--- config.mk ---
export PLATFORM = sky130hd
export DESIGN_NAME = cpuTop
export DESIGN_NICKNAME = d
export VERILOG_FILES = /design/src/source/cpuPkg.sv /design/src/source/executeUnit.sv /design/src/source/registerFile.sv /design/src/source/controlFsm.sv /design/src/source/datapath.sv /design/src/source/cpuTop.sv
export SDC_FILE = /design/constraint.sdc
export NUM_CORES = 2
export LEC_CHECK = 0
export ABC_AREA = 0
export BUFFER_PORTS_ARGS = -buffer_cell sky130_fd_sc_hd__clkbuf_2
export CAP_MARGIN = 20
export CORE_MARGIN = 4
export CORE_UTILIZATION = 50
export DETAILED_ROUTE_END_ITERATION = 16
export PLACE_DENSITY_LB_ADDON = 0.08
export REMOVE_ABC_BUFFERS = 1
export SLEW_MARGIN = 20
export SYNTH_ARGS = -nofsm -noshare
export SYNTH_HDL_FRONTEND = slang
export SYNTH_SLANG_ARGS = --single-unit
--- constraint.sdc ---
create_clock -name clk -period 8.79 [get_ports clk]
set_input_delay 1.3185 -clock clk [delete_from_list [all_inputs] [get_ports clk]]
set_output_delay 1.3185 -clock clk [all_outputs]
set_load 0.01 [all_outputs]
--- src/source/cpuPkg.sv ---
package cpuPkg;

	localparam int dataWidth = 32;
	localparam int regAddrWidth = 5;
	localparam int memWords = 256; // testbench memory depth in words

	typedef enum logic [5:0]
	{
		opRtype = 6'b000000,
		opJ = 6'b000010,
		opAddi = 6'b001000,
		opAddiu = 6'b001001,
		opSlti = 6'b001010,
		opXori = 6'b001110,
		opLui = 6'b001111,
		opLw = 6'b100011,
		opSw = 6'b101011
	} opcode_e;

	typedef enum logic [5:0]
	{
		fnRotr = 6'b000010, // srl encoding, rs bit 0 set
		fnSrav = 6'b000111,
		fnAdd = 6'b100000,
		fnSub = 6'b100010,
		fnSubu = 6'b100011,
		fnNor = 6'b100111,
		fnSltu = 6'b101011
	} funct_e;

	typedef enum logic [3:0]
	{
		aluAdd, aluAddu, aluSub, aluSubu,
		aluSlt, aluSltu,
		aluXor, aluNor, aluPassB,
		aluSra, aluRotr
	} aluOp_e;

	typedef enum logic {srcAPc, srcAReg} srcA_e;
	typedef enum logic [1:0] {srcBReg, srcBFour, srcBImm, srcBUpper} srcB_e;
	typedef enum logic {pcAlu, pcJump} pcSrc_e;
	typedef enum logic {wbRes, wbMem} wbSrc_e;
	typedef enum logic {dstRt, dstRd} regDst_e;

	typedef enum logic [2:0]
	{
		stFetch, stDecode, stExecute, stMemAddr, stMemRead, stWriteBack, stMemWrite
	} state_e;

	typedef struct packed
	{
		logic pcWrite;
		logic irWrite;
		logic resWrite;
		srcA_e srcA;
		srcB_e srcB;
		logic signExt; // sign vs zero extension of the immediate
		aluOp_e aluOp;
		logic shiftVar; // shift amount from rs instead of shamt field
		pcSrc_e pcSrc;
		wbSrc_e wbSrc;
		regDst_e regDst;
		logic regWrite;
		logic memWrite;
		logic useResAddr; // memory address from result register
	} ctrl_t;

	typedef struct packed
	{
		logic [dataWidth-1:0] addr;
		logic [dataWidth-1:0] wdata;
		logic we;
	} memReq_t;

	typedef struct packed
	{
		logic en;
		logic [regAddrWidth-1:0] addr;
		logic [dataWidth-1:0] data;
	} regWrite_t;

endpackage

--- src/source/executeUnit.sv ---
`timescale 1ns/1ns

module executeUnit
(
	input logic [cpuPkg::dataWidth-1:0] a,
	input logic [cpuPkg::dataWidth-1:0] b,
	input logic [cpuPkg::regAddrWidth-1:0] shamt,
	input cpuPkg::aluOp_e aluOp,
	output logic [cpuPkg::dataWidth-1:0] result,
	output logic overflow
);
	import cpuPkg::*;

	logic [dataWidth-1:0] sum;
	logic [dataWidth-1:0] diff;
	logic addOv;
	logic subOv;
	logic [2*dataWidth-1:0] doubled;
	logic [dataWidth-1:0] rotated;
	logic [dataWidth-1:0] arith;

	assign sum = a + b;
	assign diff = a - b;

	// signed overflow: operand signs vs result sign
	assign addOv = (a[dataWidth-1] == b[dataWidth-1]) && (sum[dataWidth-1] != a[dataWidth-1]);
	assign subOv = (a[dataWidth-1] != b[dataWidth-1]) && (diff[dataWidth-1] != a[dataWidth-1]);

	assign doubled = {b, b} >> shamt; // rotate via doubled word
	assign rotated = doubled[dataWidth-1:0];
	assign arith = $signed(b) >>> shamt;

	always_comb
	begin
		overflow = 1'b0;
		case (aluOp)
			aluAdd:
			begin
				result = sum;
				overflow = addOv;
			end
			aluAddu: result = sum;
			aluSub:
			begin
				result = diff;
				overflow = subOv;
			end
			aluSubu: result = diff;
			aluSlt: result = {{(dataWidth-1){1'b0}}, $signed(a) < $signed(b)};
			aluSltu: result = {{(dataWidth-1){1'b0}}, a < b};
			aluXor: result = a ^ b;
			aluNor: result = ~(a | b);
			aluPassB: result = b; // lui
			aluSra: result = arith;
			aluRotr: result = rotated;
			default: result = '0;
		endcase
	end

endmodule

--- src/source/registerFile.sv ---
`timescale 1ns/1ns

module registerFile
(
	input logic clk,
	input logic rstN,
	input logic [cpuPkg::regAddrWidth-1:0] rsAddr,
	input logic [cpuPkg::regAddrWidth-1:0] rtAddr,
	input cpuPkg::regWrite_t wr,
	output logic [cpuPkg::dataWidth-1:0] rsData,
	output logic [cpuPkg::dataWidth-1:0] rtData
);
	import cpuPkg::*;

	logic [dataWidth-1:0] regs [2**regAddrWidth];

	always_ff @(posedge clk)
	begin
		if (!rstN)
		begin
			for (int i = 0; i < 2**regAddrWidth; i++)
				regs[i] <= '0;
		end
		else if (wr.en && wr.addr != '0)
			regs[wr.addr] <= wr.data; // r0 writes dropped
	end

	assign rsData = regs[rsAddr];
	assign rtData = regs[rtAddr];

	assert property (@(posedge clk) disable iff (!rstN)
		(rsAddr == '0) |-> (rsData == '0));

endmodule

--- src/source/controlFsm.sv ---
`timescale 1ns/1ns

module controlFsm
(
	input logic clk,
	input logic rstN,
	input logic [11:0] instrHead, // opcode and funct
	input logic overflow,
	output cpuPkg::ctrl_t ctrl
);
	import cpuPkg::*;

	state_e state;
	state_e nextState;
	opcode_e opcode;
	funct_e funct;
	logic known; // instruction is in the supported set
	aluOp_e instrOp;
	srcB_e instrSrcB;
	logic instrSignExt;

	assign opcode = opcode_e'(instrHead[11:6]);
	assign funct = funct_e'(instrHead[5:0]);

	// per-instruction ALU operation and operand B source
	always_comb
	begin
		known = 1'b1;
		instrOp = aluAddu;
		instrSrcB = srcBImm;
		instrSignExt = 1'b1;
		case (opcode)
			opRtype:
			begin
				instrSrcB = srcBReg;
				case (funct)
					fnAdd: instrOp = aluAdd;
					fnSub: instrOp = aluSub;
					fnSubu: instrOp = aluSubu;
					fnSltu: instrOp = aluSltu;
					fnNor: instrOp = aluNor;
					fnSrav: instrOp = aluSra;
					fnRotr: instrOp = aluRotr;
					default: known = 1'b0;
				endcase
			end
			opAddi: instrOp = aluAdd;
			opSlti: instrOp = aluSlt;
			opXori:
			begin
				instrOp = aluXor;
				instrSignExt = 1'b0; // logical immediates are zero extended
			end
			opLui:
			begin
				instrOp = aluPassB;
				instrSrcB = srcBUpper;
			end
			opAddiu, opLw, opSw, opJ: instrOp = aluAddu; // lw/sw address add
			default: known = 1'b0;
		endcase
	end

	always_comb
	begin
		nextState = stFetch;
		case (state)
			stFetch: nextState = stDecode;
			stDecode:
			begin
				if (!known)
					nextState = stFetch; // unknown opcode is skipped
				else if (opcode == opLw || opcode == opSw)
					nextState = stMemAddr;
				else
					nextState = stExecute;
			end
			stExecute: nextState = (opcode == opJ) ? stFetch : stWriteBack;
			stMemAddr: nextState = (opcode == opLw) ? stMemRead : stMemWrite;
			stMemRead: nextState = stWriteBack;
			default: nextState = stFetch; // write-back and mem write finish here
		endcase
	end

	always_ff @(posedge clk)
	begin
		if (!rstN)
			state <= stFetch;
		else
			state <= nextState;
	end

	always_comb
	begin
		ctrl = '0;
		ctrl.srcA = srcAReg;
		ctrl.srcB = instrSrcB;
		ctrl.signExt = instrSignExt;
		ctrl.aluOp = instrOp; // held into write-back so overflow stays valid
		ctrl.shiftVar = (funct == fnSrav);
		ctrl.pcSrc = pcAlu;
		ctrl.wbSrc = (opcode == opLw) ? wbMem : wbRes;
		ctrl.regDst = (opcode == opRtype) ? dstRd : dstRt;
		case (state)
			stFetch:
			begin
				ctrl.srcA = srcAPc;
				ctrl.srcB = srcBFour;
				ctrl.aluOp = aluAddu; // pc + 4
				ctrl.pcWrite = 1'b1;
				ctrl.irWrite = 1'b1;
			end
			stExecute:
			begin
				if (opcode == opJ)
				begin
					ctrl.pcSrc = pcJump;
					ctrl.pcWrite = 1'b1;
				end
				else
					ctrl.resWrite = 1'b1;
			end
			stMemAddr: ctrl.resWrite = 1'b1;
			stMemRead: ctrl.useResAddr = 1'b1;
			stMemWrite:
			begin
				ctrl.useResAddr = 1'b1;
				ctrl.memWrite = 1'b1;
			end
			stWriteBack:
			begin
				ctrl.useResAddr = (opcode == opLw);
				ctrl.regWrite = !overflow; // trap on signed overflow
			end
			default: ctrl.resWrite = 1'b0; // decode only settles operands
		endcase
	end

	assert property (@(posedge clk) disable iff (!rstN)
		state inside {stFetch, stDecode, stExecute, stMemAddr, stMemRead, stWriteBack, stMemWrite});

	assert property (@(posedge clk) disable iff (!rstN) !(ctrl.memWrite && ctrl.regWrite));

endmodule

--- src/source/datapath.sv ---
`timescale 1ns/1ns

module datapath
(
	input logic clk,
	input logic rstN,
	input cpuPkg::ctrl_t ctrl,
	input logic [cpuPkg::dataWidth-1:0] memRdata,
	output cpuPkg::memReq_t memReq,
	output cpuPkg::regWrite_t regWr,
	output logic [11:0] instrHead,
	output logic overflow
);
	import cpuPkg::*;

	logic [dataWidth-1:0] pc;
	logic [dataWidth-1:0] ir;
	logic [dataWidth-1:0] res; // ALU result register
	logic [dataWidth-1:0] rsData;
	logic [dataWidth-1:0] rtData;
	logic [dataWidth-1:0] aluA;
	logic [dataWidth-1:0] aluB;
	logic [dataWidth-1:0] aluResult;
	logic [dataWidth-1:0] immExt;
	logic [dataWidth-1:0] nextPc;
	logic [regAddrWidth-1:0] shamt;

	registerFile regFile
	(
		.clk(clk),
		.rstN(rstN),
		.rsAddr(ir[25:21]),
		.rtAddr(ir[20:16]),
		.wr(regWr),
		.rsData(rsData),
		.rtData(rtData)
	);

	executeUnit exec
	(
		.a(aluA),
		.b(aluB),
		.shamt(shamt),
		.aluOp(ctrl.aluOp),
		.result(aluResult),
		.overflow(overflow)
	);

	assign immExt = ctrl.signExt ? {{16{ir[15]}}, ir[15:0]} : {16'h0000, ir[15:0]};

	assign aluA = (ctrl.srcA == srcAPc) ? pc : rsData;

	always_comb
	begin
		case (ctrl.srcB)
			srcBReg: aluB = rtData;
			srcBFour: aluB = 32'd4;
			srcBImm: aluB = immExt;
			default: aluB = {ir[15:0], 16'h0000}; // upper immediate
		endcase
	end

	assign shamt = ctrl.shiftVar ? rsData[regAddrWidth-1:0] : ir[10:6]; // srav vs rotr

	// jump target keeps the region of the incremented pc
	assign nextPc = (ctrl.pcSrc == pcJump) ? {pc[31:28], ir[25:0], 2'b00} : aluResult;

	always_ff @(posedge clk)
	begin
		if (!rstN)
		begin
			pc <= '0;
			ir <= '0;
		end
		else
		begin
			if (ctrl.pcWrite)
				pc <= nextPc;
			if (ctrl.irWrite)
				ir <= memRdata;
		end
	end

	always_ff @(posedge clk)
	begin
		if (ctrl.resWrite)
			res <= aluResult;
	end

	assign instrHead = {ir[31:26], ir[5:0]};

	assign memReq.addr = ctrl.useResAddr ? res : pc; // fetch uses pc
	assign memReq.wdata = rtData;
	assign memReq.we = ctrl.memWrite;

	assign regWr.en = ctrl.regWrite;
	assign regWr.addr = (ctrl.regDst == dstRd) ? ir[15:11] : ir[20:16];
	assign regWr.data = (ctrl.wbSrc == wbMem) ? memRdata : res;

	assert property (@(posedge clk) disable iff (!rstN)
		memReq.we |-> (memReq.addr[1:0] == 2'b00 && memReq.addr < memWords * 4));

endmodule

--- src/source/cpuTop.sv ---
`timescale 1ns/1ns

module cpuTop
(
	input logic clk,
	input logic rstN,
	input logic [cpuPkg::dataWidth-1:0] memRdata, // word at memReq.addr, same cycle
	output cpuPkg::memReq_t memReq,
	output cpuPkg::regWrite_t regWr
);
	import cpuPkg::*;

	ctrl_t ctrl;
	logic [11:0] instrHead;
	logic overflow;

	controlFsm fsm
	(
		.clk(clk),
		.rstN(rstN),
		.instrHead(instrHead),
		.overflow(overflow),
		.ctrl(ctrl)
	);

	datapath dp
	(
		.clk(clk),
		.rstN(rstN),
		.ctrl(ctrl),
		.memRdata(memRdata),
		.memReq(memReq),
		.regWr(regWr),
		.instrHead(instrHead),
		.overflow(overflow)
	);

endmodule

Yosys cells after proc, flatten, opt, wreduce, memory -nomap -nowiden --
Memory sizes are Yosys's and may differ from the RTL's. A register that Yosys moved wholly into a read port is not among the register bits. Cells that the tools add are included.
Cells by class: add/subtract/negate cells 2, $mul 0, divide/modulo/power cells 0, magnitude comparators 2, eq/ne operators 37, shift-type cells 2, muxes and demuxes 44, bitwise gates (word level) 4, reductions and logical operators 17
Operators with widths (number):
- case mux 32 bit (9 select lines) | 1
- two-way mux 32 bit | 5
- case mux 32 bit (3 select lines) | 1
- less-than comparator 32 bit | 2
- >> shifter 64 x 5 -> 32 bit | 1
- == test 6 bit (second input constant) | 7
- two-way mux 5 bit | 7
- adder 32 bit | 1
- inverter 32 bit | 1
- bitwise OR 32 bit | 1
- OR reduction 32 bit | 1
- >>> shifter 32 x 5 -> 32 bit | 1
- subtractor 32 bit | 1
- bitwise XOR 32 bit | 1
- == test 6 x 4 -> 1 bit (second input constant) | 5
- two-way mux 28 bit | 1
- case mux 4 bit (7 select lines) | 1
- case mux 4 bit (5 select lines) | 1
- == test 4 x 3 -> 1 bit (second input constant) | 4
- two-way mux 1 bit | 15
- case mux 3 bit (5 select lines) | 1
- == test 4 bit (second input constant) | 3
- == test 6 x 2 -> 1 bit (second input constant) | 2
- case mux 1 bit (2 select lines) | 5
- 27 further kinds | 39
Storage, ports and cells: flip-flop bits (word level) 99, latch bits 0, bits in writable memories 1024, bits in read-only memories 0, input bits 34, logic and storage cells 114, memories 1
Memory list:
- dp.regFile.regs | words 32, width 32, read ports 2, clocked after Yosys merged registers in 2, wr ports 32, RTL line registerFile.sv:15 | logic [dataWidth-1:0] regs [2**regAddrWidth];

Depth between registers and ports, before layout --
depth after elaboration 17, gate-level depth with buffers 25, depth with buffers taken out 21

By module --
Synthesis repeated with hierarchy kept, for this count alone.
Second synthesis, totals: cell total of the unflattened synthesis 6289, area, all modules 69295.2 um^2
By module, submodules not included:
- registerFile | instances 1, cells an instance 4609, area each 55717.2 um^2
- executeUnit | instances 1, cells an instance 1099, area each 7523.5 um^2
- datapath | instances 1, cells an instance 502, area each 5511.5 um^2
- controlFsm | instances 1, cells an instance 79, area each 543.0 um^2

Worst setup path before layout --
OpenSTA, ideal clock, no wires.
path kind register to output, start register (tool-made name), end output regWr[37] (netlist name), arrival time 5.966 ns, setup slack 1.505 ns, stages on the path, launching flop included 24, cell sequence dfxtp_1 buf_6 buf_2 clkbuf_1 buf_2 buf_1 mux4_2 mux4_2 mux2i_1 o21ai_0 ha_1 clkbuf_1 nand2_1 o21ai_0 a311o_1 a31oi_1 nor4_1 o21ai_0 a311oi_1 mux2i_1 buf_2 buf_4 and4_1 buf_4
RTL lines:
- end: declaration | RTL line cpuTop.sv:9 | output cpuPkg::regWrite_t regWr

==> results_dict.tcl <==
set metrics [dict create \
    status "finished clean" \
    synth_ff_type "edfxtp_1" \
    p_leak_nw 27.4 \
    ioPinCount 137 \
    synth_area_leaders "edfxtp_1 48%, mux2i_1 10%, mux4_2 10%" \
    crit_fanout 32 \
    die_height_um 373 \
    fin_tns_setup_ps 0 \
    die_area_sq_um 139000 \
    critPathArrivalTime_ps 7160 \
    clk_path_buf_depth 3 \
    maxCapViolCount 0 \
    hold_path.class "flop to flop" \
    wire_per_inst_um 38.3 \
    grt.total_usage_pct 41.1 \
    grt_pass1_wl_um 406000 \
    grt_pass1_vias 51500 \
    path_clk_slew_ps 60 \
    initial_core_util_pct 50.5 \
    fillers 11200 \
    yosys_register_bits 1133 \
    reg2regPathDepth 21 \
    nets 5967 \
    vias_per_cell 7.06 \
    drt_wl_total_um 295000 \
    antenna_found_initial 15 \
    synth.yosys.seq_area_share_pct 50.0 \
    clock_sinks 1133 \
    grt-ovfl-total 0 \
    cp-end-kind "primary output" \
    drt_iter0_markers 8747 \
    synth_warnings 0 \
    final_max_slew_viol_count 0 \
    cts_hold_buf 0 \
    worst_pin_slew_ps 1260 \
    pwr_density_cell_nw_per_um2 208 \
    coreArea_sq_um 132000 \
    reg2reg_slack_ps 940 \
    crit_required_ps 7470 \
    syn_avg_cell_area_sq_um 11.5 \
    vdd_drop_max_mv 0.169 \
    gp_congestion 1.01 \
    cts_made_buffers 120 \
    timing.rr.end "dp.regFile.regs[26][26]" \
    synth.top_cell.area_share_pct 47.7 \
    ys_async_sr_fraction_pct 0 \
    post-dp-hpwl_um 187000 \
    relSlewSlack_pct 15.1 \
    hold_viol 0 \
    rows 133 \
    rsz0062_at_grt "no" \
    crit_type "flop to primary output" \
    syn_area_sq_um 66500 \
    setup_viol 0 \
    synth_most_common_cell "nor2_1" \
    portBuffers 136 \
    clockRootBuffer "clkbuf_16" \
    timing.fmax_mhz 118 \
    synth_top_area_cell "edfxtp_1" \
    synth_top_cells_by_count "1124 x nor2_1, 1056 x edfxtp_1, 675 x mux2i_1" \
    critPathLaunchType "flop" \
    cts_tree "built" \
    drc 0 \
    fp.dieW_um 373 \
    synth_cells 5786 \
    fin_worst_skew_ps 62.0 \
    dr.pass1.iters 6 \
    ys_types 101 \
    min_period_over_period_pct 96.4 \
    drtAntennaViolNets 0 \
    final_layout_size_suffix_gt1_share_pct 19.3 \
    grt_max_degree 91 \
    period_needed_ps 8480 \
    fin_util_pct 56.7 \
    clk_latency_ps 770 \
    syn2layout_area_growth_pct 12.3 \
    synth_edf_count 1056 \
    crit_end "regWr[37]" \
    vias 54400 \
    htree_levels 3 \
]
[power breakdown]
part | switching (mW) | internal (mW)
logic | 2.64 | 1.37
registers | 0.198 | 6.13
clock network | 2.25 | 2.97
total | 5.09 | 10.5
[area by class of cell]
type | count | area [sq um] | area share (%)
clock buffers | 141 | 3150 | 4.21
multi-input cells | 3994 | 31200 | 41.7
diodes | 10 | 25.0 | 0.0335
flip-flops and latches | 1133 | 33300 | 44.5
inverters | 143 | 539 | 0.722
well taps | 1755 | 2200 | 2.94
clock inverters | 80 | 843 | 1.13
repair buffers | 444 | 3550 | 4.76
[layer usage]
| metal | wire length [um] | share of wire [%] | vias up | global-route usage (%) |
|---|---|---|---|---|
| li1 | - | - | 21900 | - |
| met1 | 112000 | 38 | 27400 | 57.2 |
| met2 | 125000 | 42 | 4300 | 59.2 |
| met3 | 38600 | 13 | 809 | 10.6 |
| met4 | 19200 | 6.5 | 6 | 22.5 |
| met5 | 40 | 0.014 | - | 0 |
[how the worst min path moves through the flow]
| stage | from | to | slack (ps) | cells after the start |
|---|---|---|---|---|
| after CTS | dp.ir[24] | flop | 480 | 2 |
| after global placement | dp.ir[24] | flop | 460 | 2 |
| after floorplan | dp.ir[24] | flop | 450 | 2 |
| after detailed placement | dp.ir[24] | flop | 470 | 2 |
| final | dp.ir[24] | flop | 480 | 2 |
| after global routing | dp.ir[24] | flop | 510 | 2 |
[through the flow]
stage,area [sq um],hold slack [ps],instances,setup WS [ps],power [mW]
global placement,70600,463,7465,919,10.3
floorplan,64200,451,5270,-15750,9.08
finish,74700,478,7700,312,15.6
detailed placement,70600,469,7466,803,10.3
global route,74700,508,7690,166,16.0
CTS,74600,478,7687,18.9,15.4
[worst max-delay path, cell delays in order, from the launching register on]
cell and delay, ps:
dfxtp_1 380, nor2_4 740, buf_4 610, a22oi_1 140, a21oi_1 270, nor4_2 90, buf_4 210, a22oi_1 690
ha_1 440, a21oi_1 120, o21ai_0 270, a311o_1 210, a31oi_1 100, nor4_1 590, o21ai_0 290, a311oi_2 460
mux2i_4 340, and4_1 260, clkbuf_2 150
[state kept, by name, indices dropped and copies added, names as in the netlist, named ones only]
name / flops
dp.pc: 32
fsm.state: 3
dp.regFile.regs: 1024
dp.res: 32
dp.ir: 32
[cells in the final DEF (no fill, tap or decap), types with 18 or more instances in the layout]
cell | Yosys | routed
a211oi_1 | 23 | 23
a21o_1 | 36 | 36
a21oi_1 | 292 | 291
a22oi_1 | 326 | 326
buf_12 | 0 | 40
buf_4 | 48 | 264
clkbuf_1 | 368 | 18
clkbuf_16 | 0 | 124
clkbuf_2 | 0 | 136
clkinv_1 | 0 | 29
clkinv_2 | 0 | 21
conb_1 | 1 | 32
dfxtp_1 | 77 | 71
edfxtp_1 | 1056 | 1056
ha_1 | 95 | 95
inv_1 | 142 | 141
mux2_2 | 59 | 59
mux2i_1 | 675 | 640
mux2i_4 | 1 | 36
mux4_2 | 297 | 297
nand2_1 | 275 | 239
nand2_2 | 0 | 36
nand2b_1 | 21 | 19
nand3_1 | 33 | 33
nand4_1 | 30 | 30
nor2_1 | 1124 | 1119
nor3_1 | 61 | 56
nor4_1 | 42 | 33
o211ai_1 | 26 | 26
o21ai_0 | 130 | 130
o221ai_1 | 23 | 23
o22ai_1 | 44 | 44
or3_1 | 21 | 20
[timing repair]
item                       in CTS  in global routing
hold endpoints to repair        0                  0
buffers inserted                0                  1
setup endpoints to repair       0                  1
gates resized for setup         0                  5
[cells by family after synthesis]
family,Yosys count,synth area share (%)
buf+inv,690,4.54
fa+ha+maj,97,1.85
xor+xnor,23,0.303
flops,1133,50.0
compound gates,1092,11.0
simple gates,1711,10.9
other cells,1,0.00564
mux,1039,21.4
Note: power is estimated with default switching activity, not from simulation.
